### src/verilog/dm_consts.svh
// register numbers and field positions of the debug module
// included by the RTL and the testbench
`ifndef DM_CONSTS_SVH
`define DM_CONSTS_SVH

`define DM_ADDR_W         7
`define DM_DATA_W         32

// debug register numbers
`define DM_DATA0          7'h04
`define DM_DMCONTROL      7'h10
`define DM_DMSTATUS       7'h11
`define DM_ABSTRACTCS     7'h16
`define DM_COMMAND        7'h17
`define DM_HALTSUM0       7'h40

// dmcontrol bits
`define DMC_HALTREQ       31
`define DMC_RESUMEREQ     30
`define DMC_ACKHAVERESET  28
`define DMC_NDMRESET      1
`define DMC_DMACTIVE      0

`define DM_VERSION        4'd2   // dmstatus[3:0]
`define DM_DATACOUNT      4'd1   // abstractcs[3:0]
`define ABS_BUSY_BIT      12
`define ABS_CMDERR_LSB    8

// command fields
`define CMD_ACCESS_REG    8'd0   // cmdtype, command[31:24]
`define CMD_WRITE_BIT     16
`define CMD_GPR_BANK      4'd1   // command[15:12]

`endif

### src/verilog/dm_pkg.sv
// types shared by the debug module blocks and the interface between them
package dm_pkg;

   // run-control FSM
   typedef enum logic [2:0] {
      idle      = 3'd0,
      halting   = 3'd1,
      halted    = 3'd2,
      cmd_start = 3'd3,
      cmd_wait  = 3'd4,
      cmd_done  = 3'd5,
      resuming  = 3'd6
   } dm_state_t;

   // abstractcs.cmderr codes
   typedef enum logic [2:0] {
      none          = 3'd0,
      busy          = 3'd1,
      not_supported = 3'd2,
      exception     = 3'd3,
      halt_resume   = 3'd4   // command while the hart was running
   } cmd_err_t;

endpackage

### src/verilog/dm_ctrl_if.sv
// link between the debug register block and the run-control FSM
// regs side holds the host controls, run side reports state back
`timescale 1ns/1ns

interface dm_ctrl_if;

   // from the register block
   logic haltreq;
   logic resumereq;
   logic ndmreset;
   logic ctrl_written;        // dmcontrol written last cycle
   logic cmd_written;         // accepted command write, this cycle
   logic cmd_err_set;

   // from run control
   dm_pkg::dm_state_t state;
   logic halted;
   logic busy;
   logic resumeack;
   logic cmd_complete;

   modport regs (
      output haltreq, resumereq, ndmreset, ctrl_written, cmd_written, cmd_err_set,
      input  state, halted, busy, resumeack, cmd_complete
   );

   modport run (
      input  haltreq, resumereq, ndmreset, ctrl_written, cmd_written, cmd_err_set,
      output state, halted, busy, resumeack, cmd_complete
   );

endinterface

### src/verilog/debug_module.sv
// debug module top: host register port and core run-control port
// joins the register block and the run-control FSM
`timescale 1ns/1ns
`include "dm_consts.svh"

module debug_module (
   input  logic                  clk,
   input  logic                  rst,
   // host register port
   input  logic                  dmi_en,
   input  logic                  dmi_wr,
   input  logic [`DM_ADDR_W-1:0] dmi_addr,
   input  logic [`DM_DATA_W-1:0] dmi_wdata,
   output logic [`DM_DATA_W-1:0] dmi_rdata,
   // core side
   output logic                  dbg_halt_req,
   output logic                  dbg_resume_req,
   output logic                  dbg_core_rst,
   output logic                  dbg_cmd_valid,
   output logic                  dbg_cmd_write,
   output logic                  dbg_cmd_gpr,
   output logic [11:0]           dbg_cmd_addr,
   output logic [`DM_DATA_W-1:0] dbg_cmd_wrdata,
   input  logic                  core_halted,
   input  logic                  core_resume_ack,
   input  logic                  core_cmd_done,
   input  logic                  core_cmd_fail,
   input  logic [`DM_DATA_W-1:0] core_rddata
);

   dm_ctrl_if ctrl_if ();

   dm_regs regs_i (
      .clk            (clk),
      .rst            (rst),
      .dmi_en         (dmi_en),
      .dmi_wr         (dmi_wr),
      .dmi_addr       (dmi_addr),
      .dmi_wdata      (dmi_wdata),
      .dmi_rdata      (dmi_rdata),
      .core_cmd_fail  (core_cmd_fail),
      .core_rddata    (core_rddata),
      .dbg_core_rst   (dbg_core_rst),
      .dbg_cmd_write  (dbg_cmd_write),
      .dbg_cmd_gpr    (dbg_cmd_gpr),
      .dbg_cmd_addr   (dbg_cmd_addr),
      .dbg_cmd_wrdata (dbg_cmd_wrdata),
      .ctrl           (ctrl_if)
   );

   dm_run_ctrl run_ctrl_i (
      .clk             (clk),
      .rst             (rst),
      .core_halted     (core_halted),
      .core_resume_ack (core_resume_ack),
      .core_cmd_done   (core_cmd_done),
      .dbg_halt_req    (dbg_halt_req),
      .dbg_resume_req  (dbg_resume_req),
      .dbg_cmd_valid   (dbg_cmd_valid),
      .ctrl            (ctrl_if)
   );

endmodule

### src/verilog/dm_regs.sv
// host visible debug registers: dmcontrol, dmstatus, abstractcs, command,
// data0 and haltsum0, with cmderr tracking and the command fields to the core
`timescale 1ns/1ns
`include "dm_consts.svh"

module dm_regs (
   input  logic                  clk,
   input  logic                  rst,
   input  logic                  dmi_en,
   input  logic                  dmi_wr,
   input  logic [`DM_ADDR_W-1:0] dmi_addr,
   input  logic [`DM_DATA_W-1:0] dmi_wdata,
   output logic [`DM_DATA_W-1:0] dmi_rdata,
   input  logic                  core_cmd_fail,
   input  logic [`DM_DATA_W-1:0] core_rddata,
   output logic                  dbg_core_rst,
   output logic                  dbg_cmd_write,
   output logic                  dbg_cmd_gpr,
   output logic [11:0]           dbg_cmd_addr,
   output logic [`DM_DATA_W-1:0] dbg_cmd_wrdata,
   dm_ctrl_if.regs               ctrl
);

   logic                  dm_rst;
   logic                  dmactive;
   logic                  ackhavereset;
   logic                  havereset;
   logic [`DM_DATA_W-1:0] command;
   logic [`DM_DATA_W-1:0] data0;
   dm_pkg::cmd_err_t      cmderr;
   dm_pkg::cmd_err_t      cmderr_nxt;
   logic                  host_wr;
   logic                  ctrl_wren;
   logic                  cmd_wren;
   logic                  abs_wren;
   logic                  data0_wren;
   logic                  data0_load;
   logic                  is_halted;
   logic [`DM_DATA_W-1:0] dmcontrol;
   logic [`DM_DATA_W-1:0] dmstatus;
   logic [`DM_DATA_W-1:0] abstractcs;
   logic [`DM_DATA_W-1:0] rdata_nxt;

   assign dm_rst    = rst | ~dmactive;
   assign host_wr   = dmi_en & dmi_wr;
   assign ctrl_wren = host_wr & (dmi_addr == `DM_DMCONTROL);
   assign cmd_wren  = host_wr & (dmi_addr == `DM_COMMAND);
   assign abs_wren  = host_wr & (dmi_addr == `DM_ABSTRACTCS);
   assign is_halted = (ctrl.state == dm_pkg::halted);

   //*********************************************************************
   // dmcontrol and havereset
   //*********************************************************************
   always_ff @(posedge clk) begin
      if (rst) begin
         dmactive <= 1'b0;      // only the system reset clears it
      end else if (ctrl_wren) begin
         dmactive <= dmi_wdata[`DMC_DMACTIVE];
      end
   end

   always_ff @(posedge clk) begin
      if (dm_rst) begin
         ctrl.haltreq      <= 1'b0;
         ctrl.resumereq    <= 1'b0;
         ackhavereset      <= 1'b0;
         ctrl.ndmreset     <= 1'b0;
         ctrl.ctrl_written <= 1'b0;
      end else begin
         ctrl.ctrl_written <= ctrl_wren;
         if (ctrl_wren) begin
            ctrl.haltreq   <= dmi_wdata[`DMC_HALTREQ];
            ctrl.resumereq <= dmi_wdata[`DMC_RESUMEREQ];
            ackhavereset   <= dmi_wdata[`DMC_ACKHAVERESET];
            ctrl.ndmreset  <= dmi_wdata[`DMC_NDMRESET];
         end
      end
   end

   always_ff @(posedge clk) begin
      if (dm_rst) begin
         havereset <= 1'b0;
      end else if (ctrl_wren & dmi_wdata[`DMC_ACKHAVERESET]) begin
         havereset <= 1'b0;     // ack wins over a new ndmreset
      end else if (ctrl_wren & dmi_wdata[`DMC_NDMRESET]) begin
         havereset <= 1'b1;
      end
   end

   assign dbg_core_rst = ctrl.ndmreset;

   //*********************************************************************
   // abstract command, data0 and cmderr
   //*********************************************************************
   assign ctrl.cmd_written = cmd_wren & is_halted;
   assign data0_wren       = host_wr & (dmi_addr == `DM_DATA0) & is_halted;
   assign data0_load       = ctrl.cmd_complete & ~command[`CMD_WRITE_BIT] & ~core_cmd_fail;

   always_ff @(posedge clk) begin
      if (dm_rst) begin
         command <= '0;
         data0   <= '0;
      end else begin
         if (ctrl.cmd_written) begin
            command <= dmi_wdata;
         end
         if (data0_load) begin
            data0 <= core_rddata;   // read result from the core
         end else if (data0_wren) begin
            data0 <= dmi_wdata;
         end
      end
   end

   always_comb begin
      cmderr_nxt = cmderr;
      if (ctrl.busy & dmi_en & ((dmi_wr & (dmi_addr == `DM_ABSTRACTCS ||
          dmi_addr == `DM_COMMAND)) | (dmi_addr == `DM_DATA0))) begin
         cmderr_nxt = dm_pkg::busy;
      end else if (cmd_wren & (dmi_wdata[31:24] != `CMD_ACCESS_REG)) begin
         cmderr_nxt = dm_pkg::not_supported;
      end else if (ctrl.cmd_complete & core_cmd_fail) begin
         cmderr_nxt = dm_pkg::exception;
      end else if (cmd_wren & ~is_halted) begin
         cmderr_nxt = dm_pkg::halt_resume;
      end else if (abs_wren) begin
         // write one to clear
         cmderr_nxt = dm_pkg::cmd_err_t'(cmderr & ~dmi_wdata[`ABS_CMDERR_LSB +: 3]);
      end
   end

   always_ff @(posedge clk) begin
      if (dm_rst) begin
         cmderr <= dm_pkg::none;
      end else begin
         cmderr <= cmderr_nxt;
      end
   end

   assign ctrl.cmd_err_set = (cmderr != dm_pkg::none);

   //*********************************************************************
   // read port
   //*********************************************************************
   assign dmcontrol  = {ctrl.haltreq, ctrl.resumereq, 1'b0, ackhavereset, 26'b0,
                        ctrl.ndmreset, dmactive};
   assign dmstatus   = {12'b0, {2{havereset}}, {2{ctrl.resumeack}}, 6'b0,
                        {2{ctrl.halted}}, 1'b1, 3'b0, `DM_VERSION};   // bit 7 authenticated
   assign abstractcs = {19'b0, ctrl.busy, 1'b0, cmderr, 4'b0, `DM_DATACOUNT};

   always_comb begin
      case (dmi_addr)
         `DM_DATA0:      rdata_nxt = data0;
         `DM_DMCONTROL:  rdata_nxt = dmcontrol;
         `DM_DMSTATUS:   rdata_nxt = dmstatus;
         `DM_ABSTRACTCS: rdata_nxt = abstractcs;
         `DM_COMMAND:    rdata_nxt = command;
         `DM_HALTSUM0:   rdata_nxt = {31'b0, ctrl.halted};
         default:        rdata_nxt = '0;
      endcase
   end

   always_ff @(posedge clk) begin
      if (dm_rst) begin
         dmi_rdata <= '0;
      end else if (dmi_en) begin
         dmi_rdata <= rdata_nxt;
      end
   end

   // fields to the core
   assign dbg_cmd_write  = command[`CMD_WRITE_BIT];
   assign dbg_cmd_gpr    = (command[15:12] == `CMD_GPR_BANK);
   assign dbg_cmd_addr   = command[11:0];
   assign dbg_cmd_wrdata = data0;

   // the core sees one regno for the whole command
   a_cmd_addr_stable: assert property (@(posedge clk) disable iff (dm_rst)
      ctrl.busy |=> $stable(dbg_cmd_addr));

endmodule

### src/verilog/dm_run_ctrl.sv
// halt, resume and abstract command sequencing toward the core
// steps on the host controls coming from the register block
`timescale 1ns/1ns

module dm_run_ctrl (
   input  logic    clk,
   input  logic    rst,
   input  logic    core_halted,
   input  logic    core_resume_ack,
   input  logic    core_cmd_done,
   output logic    dbg_halt_req,
   output logic    dbg_resume_req,
   output logic    dbg_cmd_valid,
   dm_ctrl_if.run  ctrl
);

   dm_pkg::dm_state_t next_state;
   logic              start_cmd;
   logic              start_resume;

   always_ff @(posedge clk) begin
      if (rst) begin
         ctrl.halted <= 1'b0;
      end else begin
         ctrl.halted <= core_halted;
      end
   end

   //*********************************************************************
   // FSM
   //*********************************************************************
   always_comb begin
      next_state = ctrl.state;
      case (ctrl.state)
         dm_pkg::idle: begin
            if ((ctrl.haltreq | ctrl.halted) & ~ctrl.ndmreset) begin
               next_state = ctrl.halted ? dm_pkg::halted : dm_pkg::halting;
            end
         end
         dm_pkg::halting: begin
            if (ctrl.halted) begin
               next_state = dm_pkg::halted;
            end
         end
         dm_pkg::halted: begin
            if (~ctrl.halted | ctrl.ndmreset) begin
               next_state = ctrl.haltreq ? dm_pkg::halting : dm_pkg::idle;
            end else if (ctrl.cmd_written) begin
               next_state = dm_pkg::cmd_start;
            end else if (ctrl.ctrl_written & ctrl.resumereq & ~ctrl.haltreq) begin
               next_state = dm_pkg::resuming;
            end
         end
         dm_pkg::cmd_start: begin
            // pending error skips the core
            next_state = ctrl.cmd_err_set ? dm_pkg::cmd_done : dm_pkg::cmd_wait;
         end
         dm_pkg::cmd_wait: begin
            if (core_cmd_done) begin
               next_state = dm_pkg::cmd_done;
            end
         end
         dm_pkg::cmd_done: next_state = dm_pkg::halted;
         dm_pkg::resuming: begin
            if (ctrl.resumeack) begin
               next_state = dm_pkg::idle;
            end
         end
         default: next_state = dm_pkg::idle;
      endcase
   end

   always_ff @(posedge clk) begin
      if (rst) begin
         ctrl.state <= dm_pkg::idle;
      end else begin
         ctrl.state <= next_state;
      end
   end

   assign start_cmd    = (ctrl.state == dm_pkg::halted) & (next_state == dm_pkg::cmd_start);
   assign start_resume = (ctrl.state == dm_pkg::halted) & (next_state == dm_pkg::resuming);

   //*********************************************************************
   // busy and resumeack
   //*********************************************************************
   always_ff @(posedge clk) begin
      if (rst) begin
         ctrl.busy      <= 1'b0;
         ctrl.resumeack <= 1'b0;
      end else begin
         if (start_cmd) begin
            ctrl.busy <= 1'b1;
         end else if (ctrl.state == dm_pkg::cmd_done) begin
            ctrl.busy <= 1'b0;
         end
         if ((ctrl.state == dm_pkg::resuming) & core_resume_ack) begin
            ctrl.resumeack <= 1'b1;
         end else if (~ctrl.resumereq) begin
            ctrl.resumeack <= 1'b0;   // host dropped resumereq
         end
      end
   end

   assign ctrl.cmd_complete = (ctrl.state == dm_pkg::cmd_wait) & core_cmd_done;

   // core side
   assign dbg_halt_req   = ctrl.haltreq & ((ctrl.state == dm_pkg::idle) | ctrl.ctrl_written);
   assign dbg_resume_req = start_resume;                 // one cycle
   assign dbg_cmd_valid  = (ctrl.state == dm_pkg::cmd_start) & ~ctrl.cmd_err_set;

   a_ack_not_halted: assert property (@(posedge clk) disable iff (rst)
      !(core_resume_ack && core_halted));

   // the core answers only the command in flight
   a_done_in_wait: assert property (@(posedge clk) disable iff (rst)
      core_cmd_done |-> (ctrl.state == dm_pkg::cmd_wait));

endmodule
### config.mk
export PLATFORM = sky130hd
export DESIGN_NAME = debug_module
export DESIGN_NICKNAME = d
export VERILOG_FILES = /design/src/verilog/dm_pkg.sv /design/src/verilog/dm_ctrl_if.sv /design/src/verilog/debug_module.sv /design/src/verilog/dm_regs.sv /design/src/verilog/dm_run_ctrl.sv
export VERILOG_INCLUDE_DIRS = /design/src /design/src/verilog
export SDC_FILE = /design/constraint.sdc
export NUM_CORES = 1
export LEC_CHECK = 0
export BUFFER_PORTS_ARGS = -buffer_cell sky130_fd_sc_hd__clkbuf_2
export CORE_MARGIN = 2
export CORE_UTILIZATION = 51
export CTS_BUF_LIST = sky130_fd_sc_hd__clkbuf_8 sky130_fd_sc_hd__clkbuf_16
export CTS_CLUSTER_DIAMETER = 100
export CTS_CLUSTER_SIZE = 40
export DETAILED_ROUTE_END_ITERATION = 12
export GPL_TIMING_DRIVEN = 0
export PLACE_DENSITY_LB_ADDON = 0.08
export SYNTH_ARGS = -nofsm -noshare
export SYNTH_HDL_FRONTEND = slang
export SYNTH_HIERARCHICAL = 1
export SYNTH_SLANG_ARGS = --single-unit
### constraint.sdc
create_clock -name clk -period 2.8 [get_ports clk]
set_input_delay 0.28 -clock clk [delete_from_list [all_inputs] [get_ports clk]]
set_output_delay 0.28 -clock clk [all_outputs]
set_load 0.02 [all_outputs]
Yosys cells after proc, flatten, opt, wreduce, memory -nomap -nowiden
Cells that the tools add are included.
{"block": "op_classes", "n_eq_ne": 16, "n_mux": 23, "bitwise_logic": 41, "n_reduce_logical": 12}
{"op": "$pmux W32 S6", "n": 1}
{"op": "$mux W32", "n": 2}
{"op": "$eq A7 B5 Y1 const B", "n": 4}
{"op": "$mux W3", "n": 9}
{"op": "$and A1 B1 Y1", "n": 26}
{"op": "$pmux W3 S7", "n": 1}
{"op": "$eq A3 B3 Y1 const B", "n": 4}
{"op": "$eq A3 B2 Y1 const B", "n": 3}
{"op": "$not A1 Y1", "n": 8}
{"op": "$reduce_bool A8 Y1", "n": 1}
{"op": "$eq A7 B3 Y1 const B", "n": 1}
{"op": "$eq A7 B7 Y1 const B", "n": 1}
{"op": "$mux W1", "n": 7}
{"op": "$mux W2", "n": 3}
{"op": "$reduce_bool A2 Y1", "n": 3}
{"op": "$or A1 B1 Y1", "n": 5}
{"op": "$reduce_bool A5 Y1", "n": 1}
{"op": "$eq A4 B1 Y1 const B", "n": 1}
{"op": "$reduce_bool A4 Y1", "n": 1}
{"op": "$reduce_or A2 Y1", "n": 2}
{"op": "$reduce_or A4 Y1", "n": 1}
{"op": "$and A3 B3 Y3", "n": 1}
{"op": "$eq A3 B1 Y1 const B", "n": 1}
{"op": "$logic_not A3 Y1", "n": 1}
{"op": "other kinds (4)", "n": 4}
{"block": "totals", "regBits": 112, "in_bits": 79, "out_inout_bits": 82, "elab_cells": 109}

Logic depth before layout (Yosys ltp)
Gate-level depths: netlist of the first run.
{"block": "logic_depth", "depth_word": 9, "ltp_mapped": 10, "ltp_nobuf": 7}

Cells and area by module
Netlist of the first run, hierarchy kept.
{"mod": "dm_regs", "instances": 1, "cells_per_inst": 542, "area_per_inst_um2": 4598.2, "seq_area_each_um2": 2122.0}
{"mod": "dm_run_ctrl", "instances": 1, "cells_per_inst": 49, "area_per_inst_um2": 400.4, "seq_area_each_um2": 120.1}

Least setup slack after synthesis of the first run
No wires, ideal clock.
{"block": "synth_path", "path_type": "in2out", "start": "in dmi_addr[5]", "end": "out dbg_resume_req", "arrival_time_ns": 1.925, "required_time_ns": 2.520, "slack_ns": 0.595, "cell_stages": 7, "path_buffers": 1, "path_cell_list": "or4b_4 -> nor3_4 -> nand4_2 -> inv_2 -> buf_4 -> nor4_4 -> and3_2"}
{"block": "synth_between", "elab_chain_cells": 8}
{"element": "start: declaration", "line": "debug_module.sv:12", "rtl": "input logic [`DM_ADDR_W-1:0] dmi_addr,"}
{"element": "$eq A7 B5 Y1 (no source line)"}
{"element": "$and A1 B1 Y1", "line": "dm_regs.sv:47", "rtl": "assign cmd_wren = host_wr & (dmi_addr == `DM_COMMAND);"}
{"element": "$and A1 B1 Y1", "line": "dm_regs.sv:95", "rtl": "assign ctrl.cmd_written = cmd_wren & is_halted;"}
{"element": "named net ctrl_if.cmd_written", "line": "dm_ctrl_if.sv:12", "rtl": "logic cmd_written;"}
{"element": "$mux W3", "line": "dm_run_ctrl.sv:48", "rtl": "end else if (ctrl.cmd_written) begin"}
{"element": "$mux W3", "line": "dm_run_ctrl.sv:46", "rtl": "if (~ctrl.halted | ctrl.ndmreset) begin"}
{"element": "$pmux W3 S7", "line": "dm_run_ctrl.sv:34", "rtl": "case (ctrl.state)"}
{"element": "$eq A3 B3 Y1", "line": "dm_run_ctrl.sv:82", "rtl": "assign start_resume = (ctrl.state == dm_pkg::halted) & (next_state == dm_pkg::resuming);"}
{"element": "$and A1 B1 Y1", "line": "dm_run_ctrl.sv:82"}
{"element": "end: declaration", "line": "debug_module.sv:17", "rtl": "output logic dbg_resume_req,"}
The timed path passes the listed nets, and every way through them passes these cells.

Worst setup path after layout of the first run
{"block": "layout_path", "start": "in dmi_addr[6]", "end": "out dbg_resume_req"}
Same word-level chain as after synthesis.

==> results of run 1 <==
-- worst max path at each step --
stage,startpoint,to,slack [ps],cells after the start
floorplan,dmi_addr[5],dbg_resume_req,590,7
global placement,dmi_addr[6],dbg_resume_req,-50,9
detailed placement,dmi_addr[0],dbg_resume_req,-110,10
CTS,run_ctrl_i/ctrl.state[2],regs_i/dbg_cmd_wrdata[30],140,7
global route,run_ctrl_i/ctrl.state[2],regs_i/dbg_cmd_wrdata[17],30,8
finish,dmi_addr[6],dbg_resume_req,150,9
-- cells in the mapped netlist (2+ instances only) --
cell type | number | area, um2
nand2_1 | 115 | 432
dfxtp_1 | 112 | 2240
a21oi_1 | 56 | 280
nor2_1 | 44 | 165
mux2i_1 | 35 | 350
o21ai_0 | 34 | 170
a211oi_1 | 33 | 248
clkbuf_1 | 24 | 90.1
a22oi_1 | 18 | 135
buf_4 | 18 | 135
buf_1 | 7 | 26.3
buf_2 | 7 | 35.0
nor3_1 | 6 | 30.0
a21o_1 | 5 | 37.5
nand2b_1 | 5 | 31.3
nor2b_1 | 5 | 31.3
and2_1 | 4 | 25.0
a221oi_1 | 3 | 26.3
a222oi_1 | 3 | 30.0
a32oi_1 | 3 | 26.3
nand3_1 | 3 | 15.0
nor4b_1 | 3 | 26.3
o31ai_1 | 3 | 22.5
or3_1 | 3 | 18.8
a31oi_1 | 2 | 12.5
and3_1 | 2 | 12.5
and3_2 | 2 | 15.0
and4b_1 | 2 | 20.0
inv_1 | 2 | 7.51
mux2_2 | 2 | 22.5
nand3b_1 | 2 | 15.0
nor3_4 | 2 | 32.5
nor3b_1 | 2 | 15.0
nor4_1 | 2 | 12.5
o211ai_1 | 2 | 15.0
-- cells by family (layout without fill, tap and decap cells) --
group / count (synthesis) / count (layout) / synth area share
and+or+nand+nor: 209 / 209 / 0.196
xor gates and xnor gates: 2 / 2 / 0.00351
AOI/OAI and AO/OA: 172 / 172 / 0.218
DFF: 112 / 112 / 0.449
muxes: 37 / 37 / 0.0746
buffers and inverters: 59 / 234 / 0.0596
-- placed cells by master, fill, tap and decap left out, types with 3 or more instances in the layout --
cell and count:
buf_1 6, nand2b_1 5, buf_2 7, dfxtp_1 112
a211oi_1 33, a221oi_1 3, a22oi_1 18, nor2_1 44
a21o_1 5, a222oi_1 3, mux2i_1 35, a32oi_1 3
clkbuf_8 10, or3_1 3, buf_4 19, clkbuf_1 21
nor2b_1 5, nor3_1 6, o21ai_0 34, a21oi_1 56
o31ai_1 3, nand3_1 3, nor4b_1 3, inv_6 3
nand2_1 115, and2_1 4, clkbuf_2 162
-- registers in the layout, summed over array words and instances (netlist names) --
register and flops:
regs_i/command 32, regs_i/dbg_cmd_wrdata 32, regs_i/dmi_rdata 32, regs_i/cmderr 3
run_ctrl_i/ctrl.state 3, regs_i/ackhavereset 1, regs_i/ctrl.ctrl_written 1, regs_i/ctrl.haltreq 1
regs_i/ctrl.ndmreset 1, regs_i/ctrl.resumereq 1, regs_i/dmactive 1, regs_i/havereset 1
run_ctrl_i/ctrl.busy 1, run_ctrl_i/ctrl.halted 1, run_ctrl_i/ctrl.resumeack 1
-- per-layer routing --
| metal | vias to the layer above | wire length, um |
|---|---|---|
| met5 | - | 0 |
| met4 | 0 | 323 |
| met3 | 31 | 1300 |
| met2 | 255 | 7080 |
| met1 | 2314 | 6530 |
| li1 | 2435 | - |
-- repair_timing --
action,4_1_cts,5_1_grt
gates resized for setup,1,5
endpoints found under the setup margin,1,15
buffers inserted,1,0
pin swaps,1,0
-- worst max-delay path: cells and delay by family --
| kind | cells | cell delay, ps |
|---|---|---|
| buf+inv | 4 | 720 |
| simple gates | 5 | 1370 |
-- final cells by class --
cell class	instances	area (um2)	share of cell area
clock buffer	10	138	0.0222
buffer	55	287	0.0463
sequential	112	2240	0.362
inverter	3	11.3	0.00182
clock inverter	6	78.8	0.0127
multi-input combinational	420	2460	0.398
tap	133	166	0.0269
timing repair buffer	160	803	0.130
-- report_power, final --
group | internal [mW] | switching [mW] | total, mW
Combinational | 0.0625 | 0.0736 | 0.136
Sequential | 1.59 | 0.00212 | 1.60
Clock | 0.462 | 0.579 | 1.04
Total | 2.12 | 0.655 | 2.77
-- through the flow --
| stage | util | std cells | worst slack (ps) | instance area, um2 |
|---|---|---|---|---|
| after detailed placement | 0.618 | 883 | -109 | 5960 |
| after global routing | 0.642 | 899 | 29.3 | 6190 |
| final | 0.642 | 899 | 150 | 6190 |
| after global placement | 0.618 | 883 | -48.0 | 5960 |
| after floorplan | - | 591 | 595 | 5000 |
| after CTS | 0.642 | 900 | 143 | 6190 |
==> results.toml, run 1 <==
[worst_setup_path]
path_common_cell = "clkbuf_2"
endpoint_kind = "output pin"
critPathMaxStageDelay_ps = 570
start_kind = "primary input"
r2r_start = "run_ctrl_i/ctrl.state[2]"
ff2ff_setup_slack_ps = 210
worstPathArrival_ps = 2370
worstSetupPathType = "in2out"
cp.required_ps = 2520
critical_path_peak_fanout = 11
cp_slowest_cell = "or4b_4"
cp_cell_sequence = "clkbuf_2 > or4b_4 > nor3_4 > nand4_2 > inv_2 > buf_4 > nor4_4 > and3_2 > clkbuf_2"
r2r_cells = 8
r2r-end = "regs_i/dbg_cmd_wrdata[18]"

[clock_tree]
cts_max_level = 3
clock-sinks = 112
clock-root-buffer = "clkbuf_8"
clock_path_buffers = 2
holdBufCountCts = 0
cts_tree = "yes"
clk_pin_slew_ps = 110
cts_buffers = 9
clk_latency_ps = 360

[timing]
worstMarginPinSlew_ps = 1030
drv_slew = 0
tns_ps = 0
hold_viol_final = 0
finalCritPeriodShare = 0.947
finalCriticalPeriod_ps = 2650
fin_worst_skew_ps = 13.1
whs_ps = 128
setup_viol = 0
relSlewSlack = 0.308
fmax_mhz = 377
rsz0062_at_grt = "no"

[global_routing]
grt_pass1_wl_mm = 23.2
grt_use_met1 = 0.389
grt_overflow = 0
grt.busiest_layer = "met2"
grt_util_all_layers = 0.283
antenna_found_initial = 0
grt_max_degree = 21
grt_pass1_vias = 4622
grt_use_met2 = 0.461
use_met3 = 0.0346

[floorplanning]
fp.dieW_um = 103
row_count = 36
core_mm2 = 0.00964
die-area_mm2 = 0.0106
dieHeight_um = 103
boundaryPins = 161
initial_utilization = 0.519

[layout]
syn2layout_area_growth_pct = 23.8
drive_above_1_share = 0.283
nets = 840
antenna-diode-count = 0
fill_cells = 888

[synth]
synth_ff_type = "dfxtp_1"
ys_types = 55
ys_seq_area_frac = 0.449
syn_inst = 591
syn_avg_cell_area_um2 = 8.46
synth_edf_count = 0
synth_fp_nets = 670
async_flop_share = 0
ys_warn_count = 6
synth-seq-cells = 112
synth_area_mm2 = 0.00500

[routing]
vias = 5035
antenna_left = 0
routed_via_density = 5.60
wl_per_cell_um = 16.9
dr.pass1.iters = 5
drtIter0Drc = 273
drc = 0
wirelength_mm = 15.2

[place]
port_buffers = 159
routabilityCongestion = 0.907
post-dp-hpwl_mm = 11.4

[power]
leakage_nw = 2.36
power_density_mw_per_mm2 = 448
vdd_ir_drop_max_mv = 0.246
power.total_mw = 2.77

[job]
drv_cap = 0

[outcome]
status = "completed"

[worst_hold_path]
hold_start = "core_halted"
worstHoldPathType = "in2reg"
whs_path_depth = 2
hold_end = "run_ctrl_i/ctrl.halted"
(Power assumes the default switching activity.)
==> run 2, diff against run 1 <==
--- a/config.mk
+++ b/config.mk
@@ -7,7 +7,6 @@
 export NUM_CORES = 1
 export LEC_CHECK = 0
 export BUFFER_PORTS_ARGS = -buffer_cell sky130_fd_sc_hd__clkbuf_2
-export CORE_MARGIN = 2
 export CORE_UTILIZATION = 51
 export CTS_BUF_LIST = sky130_fd_sc_hd__clkbuf_8 sky130_fd_sc_hd__clkbuf_16
 export CTS_CLUSTER_DIAMETER = 100
==> results.toml, run 2 (synthesis results as in run 1) <==
[outcome]
status = "completed"

[routing]
drtIter0Drc = 319
vias = 5022
drc = 0
dr.pass1.iters = 5
wl_per_cell_um = 16.8
routed_via_density = 5.61
wirelength_mm = 15.0
antenna_left = 0

[floorplanning]
row_count = 35
core_mm2 = 0.00937
boundaryPins = 161
fp.dieW_um = 101
die-area_mm2 = 0.0102
dieHeight_um = 101
initial_utilization = 0.533

[worst_hold_path]
hold_start = "core_halted"
hold_end = "run_ctrl_i/ctrl.halted"
worstHoldPathType = "in2reg"
whs_path_depth = 2

[layout]
syn2layout_area_growth_pct = 24.0
drive_above_1_share = 0.282
final_util = 0.661
seq_area_mm2 = 0.00224
nets = 841
layout_commonest_cell = "clkbuf_2"
antenna-diode-count = 0
instances_no_fill = 895
stdcell_area_mm2 = 0.00620
multi_input_area_mm2 = 0.00246
final_cell_mix = "clkbuf_2 (162), nand2_1 (115), dfxtp_1 (112)"
fill_cells = 848

[worst_setup_path]
critical_path_peak_fanout = 11
r2r_start = "run_ctrl_i/ctrl.state[1]"
critPathBufInv = 6
endpoint_kind = "output pin"
worstSetupPathType = "in2out"
startpoint = "dmi_addr[0]"
ff2ff_setup_slack_ps = 220
r2r_cells = 9
cp_top_family = "buffers and inverters"
cp_cell_sequence = "clkbuf_2 > clkbuf_1 > inv_1 > nor3_4 > nand4_2 > inv_2 > buf_4 > nor4_4 > and3_2 > clkbuf_2"
worstPathArrival_ps = 2330
path_common_cell = "clkbuf_2"
cp_slowest_cell = "clkbuf_1"
r2r-end = "regs_i/dbg_cmd_wrdata[3]"
start_kind = "primary input"
cp.required_ps = 2520
critPathMaxStageDelay_ps = 380

[global_routing]
grt_max_degree = 19
antenna_found_initial = 0
grt_util_all_layers = 0.300
grt_pass1_wl_mm = 23.5
grt_pass1_vias = 4647
grt_overflow = 0

[clock_tree]
cts_buffers = 9
cts_tree = "yes"
clock_path_buffers = 2
clock-root-buffer = "clkbuf_8"
cts_max_level = 3
clk_latency_ps = 360
clock-sinks = 112
clk_pin_slew_ps = 100

[place]
post-dp-hpwl_mm = 11.1
placed_area_mm2 = 0.00596
routabilityCongestion = 0.920
placed_cells = 879
port_buffers = 159

[timing]
relSlewSlack = 0.390
finalCritPeriodShare = 0.931
whs_ps = 134
tns_ps = 0
fmax_mhz = 384
hold_viol_final = 0
worstMarginPinSlew_ps = 908
fin_worst_skew_ps = 5.83
setup_viol = 0
finalCriticalPeriod_ps = 2610
rsz0062_at_grt = "no"
drv_slew = 0

[power]
leakage_nw = 2.37
vdd_ir_drop_max_mv = 0.293
power_density_mw_per_mm2 = 454

[job]
drv_cap = 0
## run 2: how the worst max path moves through the flow
| stage | endpoint | slack, ps | cells past startpoint |
|---|---|---|---|
| 6_report | dbg_resume_req | 190 | 10 |
| 5_1_grt | regs_i/dbg_cmd_wrdata[8] | 5 | 8 |
| 3_3_place_gp | dbg_resume_req | -50 | 9 |
| 2_1_floorplan | dbg_resume_req | 590 | 7 |
| 4_1_cts | regs_i/dbg_cmd_wrdata[30] | 120 | 7 |
| 3_5_place_dp | dbg_resume_req | -80 | 9 |
## run 2: what timing repair did
action                     in CTS  in global routing
cloned                          0                  0
pin swaps                       1                  0
buffers inserted                1                  0
hold buffers                    0                  0
gates resized for setup         1                  5
setup endpoints to repair       1                 27
## run 2: area by class of cell
type                    count  share of cell area
plain buffers              56              0.0468
well taps                 129              0.0260
repair buffers            160               0.130
clock inverters             5              0.0143
clock buffers              10              0.0222
inverters                   3             0.00182
multi-input cells         420               0.397
flip-flops and latches    112               0.362
## run 2: layer usage
metal  track usage  wire length, um  vias to the layer above
met5             0                0                        -
met4        0.0803              206                        0
met3        0.0589             1320                       17
met2         0.499             7150                      245
met1         0.398             6320                     2333
li1              -                -                     2427
## run 2: per-stage QoR
step	total power [mW]	worst slack [ps]
after detailed placement	1.76	-75.3
after global routing	2.92	4.99
after floorplan	1.68	595
final	2.81	193
after CTS	2.83	121
after global placement	1.76	-53.6
## run 2: where the power goes
group	total (mW)	leakage, nW	switching [mW]	internal (mW)
registers	1.60	0.902	0.00209	1.59
logic	0.135	1.35	0.0726	0.0627
clock network	1.08	0.114	0.550	0.534
## run 2: worst reg2reg max path: cells and delay by family, from the launching register on
family / cells / cell delay, ps
AO/OA/AOI/OAI: 2 / 310
buffers and inverters: 4 / 1210
flip-flops: 1 / 340
AND/OR/NAND/NOR: 3 / 590
==> run 3, diff against run 2 <==
--- a/config.mk
+++ b/config.mk
@@ -7,6 +7,7 @@
 export NUM_CORES = 1
 export LEC_CHECK = 0
 export BUFFER_PORTS_ARGS = -buffer_cell sky130_fd_sc_hd__clkbuf_2
+export CAP_MARGIN = 20
 export CORE_UTILIZATION = 51
 export CTS_BUF_LIST = sky130_fd_sc_hd__clkbuf_8 sky130_fd_sc_hd__clkbuf_16
 export CTS_CLUSTER_DIAMETER = 100
@@ -16,5 +17,4 @@
 export PLACE_DENSITY_LB_ADDON = 0.08
 export SYNTH_ARGS = -nofsm -noshare
 export SYNTH_HDL_FRONTEND = slang
-export SYNTH_HIERARCHICAL = 1
 export SYNTH_SLANG_ARGS = --single-unit
==> results.toml, run 3 <==
[outcome]
status = "completed"

[global_routing]
grt_pass1_wl_mm = 24.7
grt_util_all_layers = 0.317
antenna_found_initial = 0
grt_overflow = 0
grt_pass1_vias = 4838
grt_max_degree = 22

[worst_setup_path]
cp_slowest_cell = "or3b_2"
worstSetupPathType = "reg2out"
cp_top_family = "simple AND/OR/NAND/NOR gates"
critPathBufInv = 2
worstPathArrival_ps = 2080
start_kind = "flip-flop"
endpoint_kind = "output pin"
critPathMaxStageDelay_ps = 470
cp_cell_sequence = "or3b_2 > clkbuf_1 > nor4_1 > clkbuf_2"
cp.required_ps = 2520
critical_path_peak_fanout = 6

[clock_tree]
postCtsSetupBuffers = 0
clk_latency_ps = 380
ctsResizeCount = 0
cts_buffers = 9
cts_tree = "yes"
clock-sinks = 112
holdBufCountCts = 0
clock_path_buffers = 2
clk_pin_slew_ps = 110
cts_max_level = 3
clock-root-buffer = "clkbuf_8"

[floorplanning]
die-area_mm2 = 0.0101
core_mm2 = 0.00933
fp.dieW_um = 101
dieHeight_um = 101
initial_utilization = 0.532
boundaryPins = 161
row_count = 35

[place]
dp_slack_ps = 409
routabilityCongestion = 0.903
port_buffers = 157
post-dp-hpwl_mm = 11.9

[job]
drv_cap = 0

[synth]
synth_area_leader_cell = "dfxtp_1"
ys_types = 55
synth-compound-area-share = 0.248
synth-seq-cells = 112
synth_edf_count = 0
synth_fp_nets = 676
synthSimpleGateAreaFrac = 0.216
synth_xor_area_frac = 0.00353
synth_area_mm2 = 0.00496
ys_warn_count = 0
ys_seq_area_frac = 0.452
syn_inst = 597
async_flop_share = 0
synthTopCellsByArea = "dfxtp_1 (45%), a22oi_1 (8.9%), nand2_1 (7.8%), a21oi_1 (6.7%), nand3_1 (3.6%)"
syn_avg_cell_area_um2 = 8.31
synth_commonest_cells = "dfxtp_1 (112), nand2_1 (103), a21oi_1 (66)"
synthAdderAreaFrac = 0
synth_top_family_by_area = "compound AO/OA/AOI/OAI gates"
synth_top_cell_area_share = 0.452
synth_most_common_cell = "dfxtp_1"
synth_ff_type = "dfxtp_1"
muxShareOfSynthArea = 0.0161

[routing]
routed_via_density = 5.91
drtIter0Drc = 434
wl_per_cell_um = 17.7
dr.pass1.iters = 5
wirelength_mm = 15.9
drc = 0
antenna_left = 0
vias = 5319

[worst_hold_path]
worstHoldPathType = "in2reg"

[layout]
layout_commonest_cell = "clkbuf_2"
antenna-diode-count = 0
final_util = 0.656
final_cell_mix = "clkbuf_2 (157), dfxtp_1 (112), nand2_1 (103)"
syn2layout_area_growth_pct = 23.4
drive_above_1_share = 0.263
nets = 845
fill_cells = 849

[timing]
hold_viol_final = 0
worstMarginPinSlew_ps = 952
fmax_mhz = 423
finalCriticalPeriod_ps = 2360
tns_ps = 0
whs_ps = 111
setup_viol = 0
fin_worst_skew_ps = 12.5
rsz0062_at_grt = "no"
finalCritPeriodShare = 0.844
drv_slew = 0
relSlewSlack = 0.356
fin_ws_ps = 436

[power]
leakage_nw = 2.23
power_frac_clock = 0.365
switchingPower_mw = 0.691
vdd_ir_drop_max_mv = 0.251
power_density_mw_per_mm2 = 445
pwr-share-seq = 0.586
power.internal_mw = 2.03
combPwrFrac = 0.049
swShare = 0.254
## run 3: power groups by stage
stage	sequential, mW	clock (mW)	combinational, mW
after floorplan	1.63	0	0.0451
after global placement	1.63	0	0.127
after detailed placement	1.63	0	0.130
after CTS	1.60	0.995	0.130
after global routing	1.60	1.06	0.142
final	1.60	0.994	0.133
## run 3: final timing paths
kind / startpoint / to / slack, ps / depth (start not counted)
hold reg to reg: regs_i.dmi_rdata[20] / regs_i.dmi_rdata[20] / 460 / 2
setup reg to reg: run_ctrl_i.ctrl.state[2] / regs_i.command[27] / 500 / 6
hold / removal: core_halted / run_ctrl_i.ctrl.halted / 110 / 2
setup / recovery: run_ctrl_i.ctrl.state[2] / dbg_resume_req / 440 / 4
## run 3: cell type report
| cell class | count | area (um2) | area share |
|---|---|---|---|
| Clock buffer | 10 | 138 | 0.0225 |
| Sequential cell | 112 | 2240 | 0.366 |
| Buffer | 65 | 315 | 0.0515 |
| Tap cell | 129 | 161 | 0.0264 |
| Timing Repair Buffer | 158 | 791 | 0.129 |
| Multi-Input combinational cell | 419 | 2400 | 0.392 |
| Clock inverter | 6 | 70.1 | 0.0115 |
| Inverter | 1 | 3.75 | 0.000613 |
## run 3: per-layer routing
| layer | part of all wire | GRT usage | wire length (um) | vias up |
|---|---|---|---|---|
| met5 | 0 | 0 | 0 | - |
| met4 | 0.014 | 0.101 | 226 | 0 |
| met2 | 0.47 | 0.528 | 7430 | 290 |
| li1 | - | - | - | 2498 |
| met3 | 0.090 | 0.0374 | 1430 | 21 |
| met1 | 0.43 | 0.430 | 6850 | 2510 |
## run 3: cells by family after synthesis
logic type	after synthesis
AOI/OAI and AO/OA	192
xor gates and xnor gates	2
buffers and inverters	66
DFF	112
muxes	8
and+or+nand+nor	217
## run 3: stage by stage
stage / power (mW) / area, um2 / std cells
2_1_floorplan: 1.68 / 4960 / 597
3_3_place_gp: 1.76 / 5910 / 883
3_5_place_dp: 1.76 / 5910 / 884
4_1_cts: 2.72 / 6120 / 900
5_1_grt: 2.80 / 6120 / 900
6_report: 2.72 / 6120 / 900
## run 3: worst register-to-register path: stages (launching register included)
cell and delay [ps]:
dfxtp_1 370, or3b_2 470, clkbuf_1 200, nor4_2 480, clkbuf_1 470, nand2_1 110
a21oi_1 140
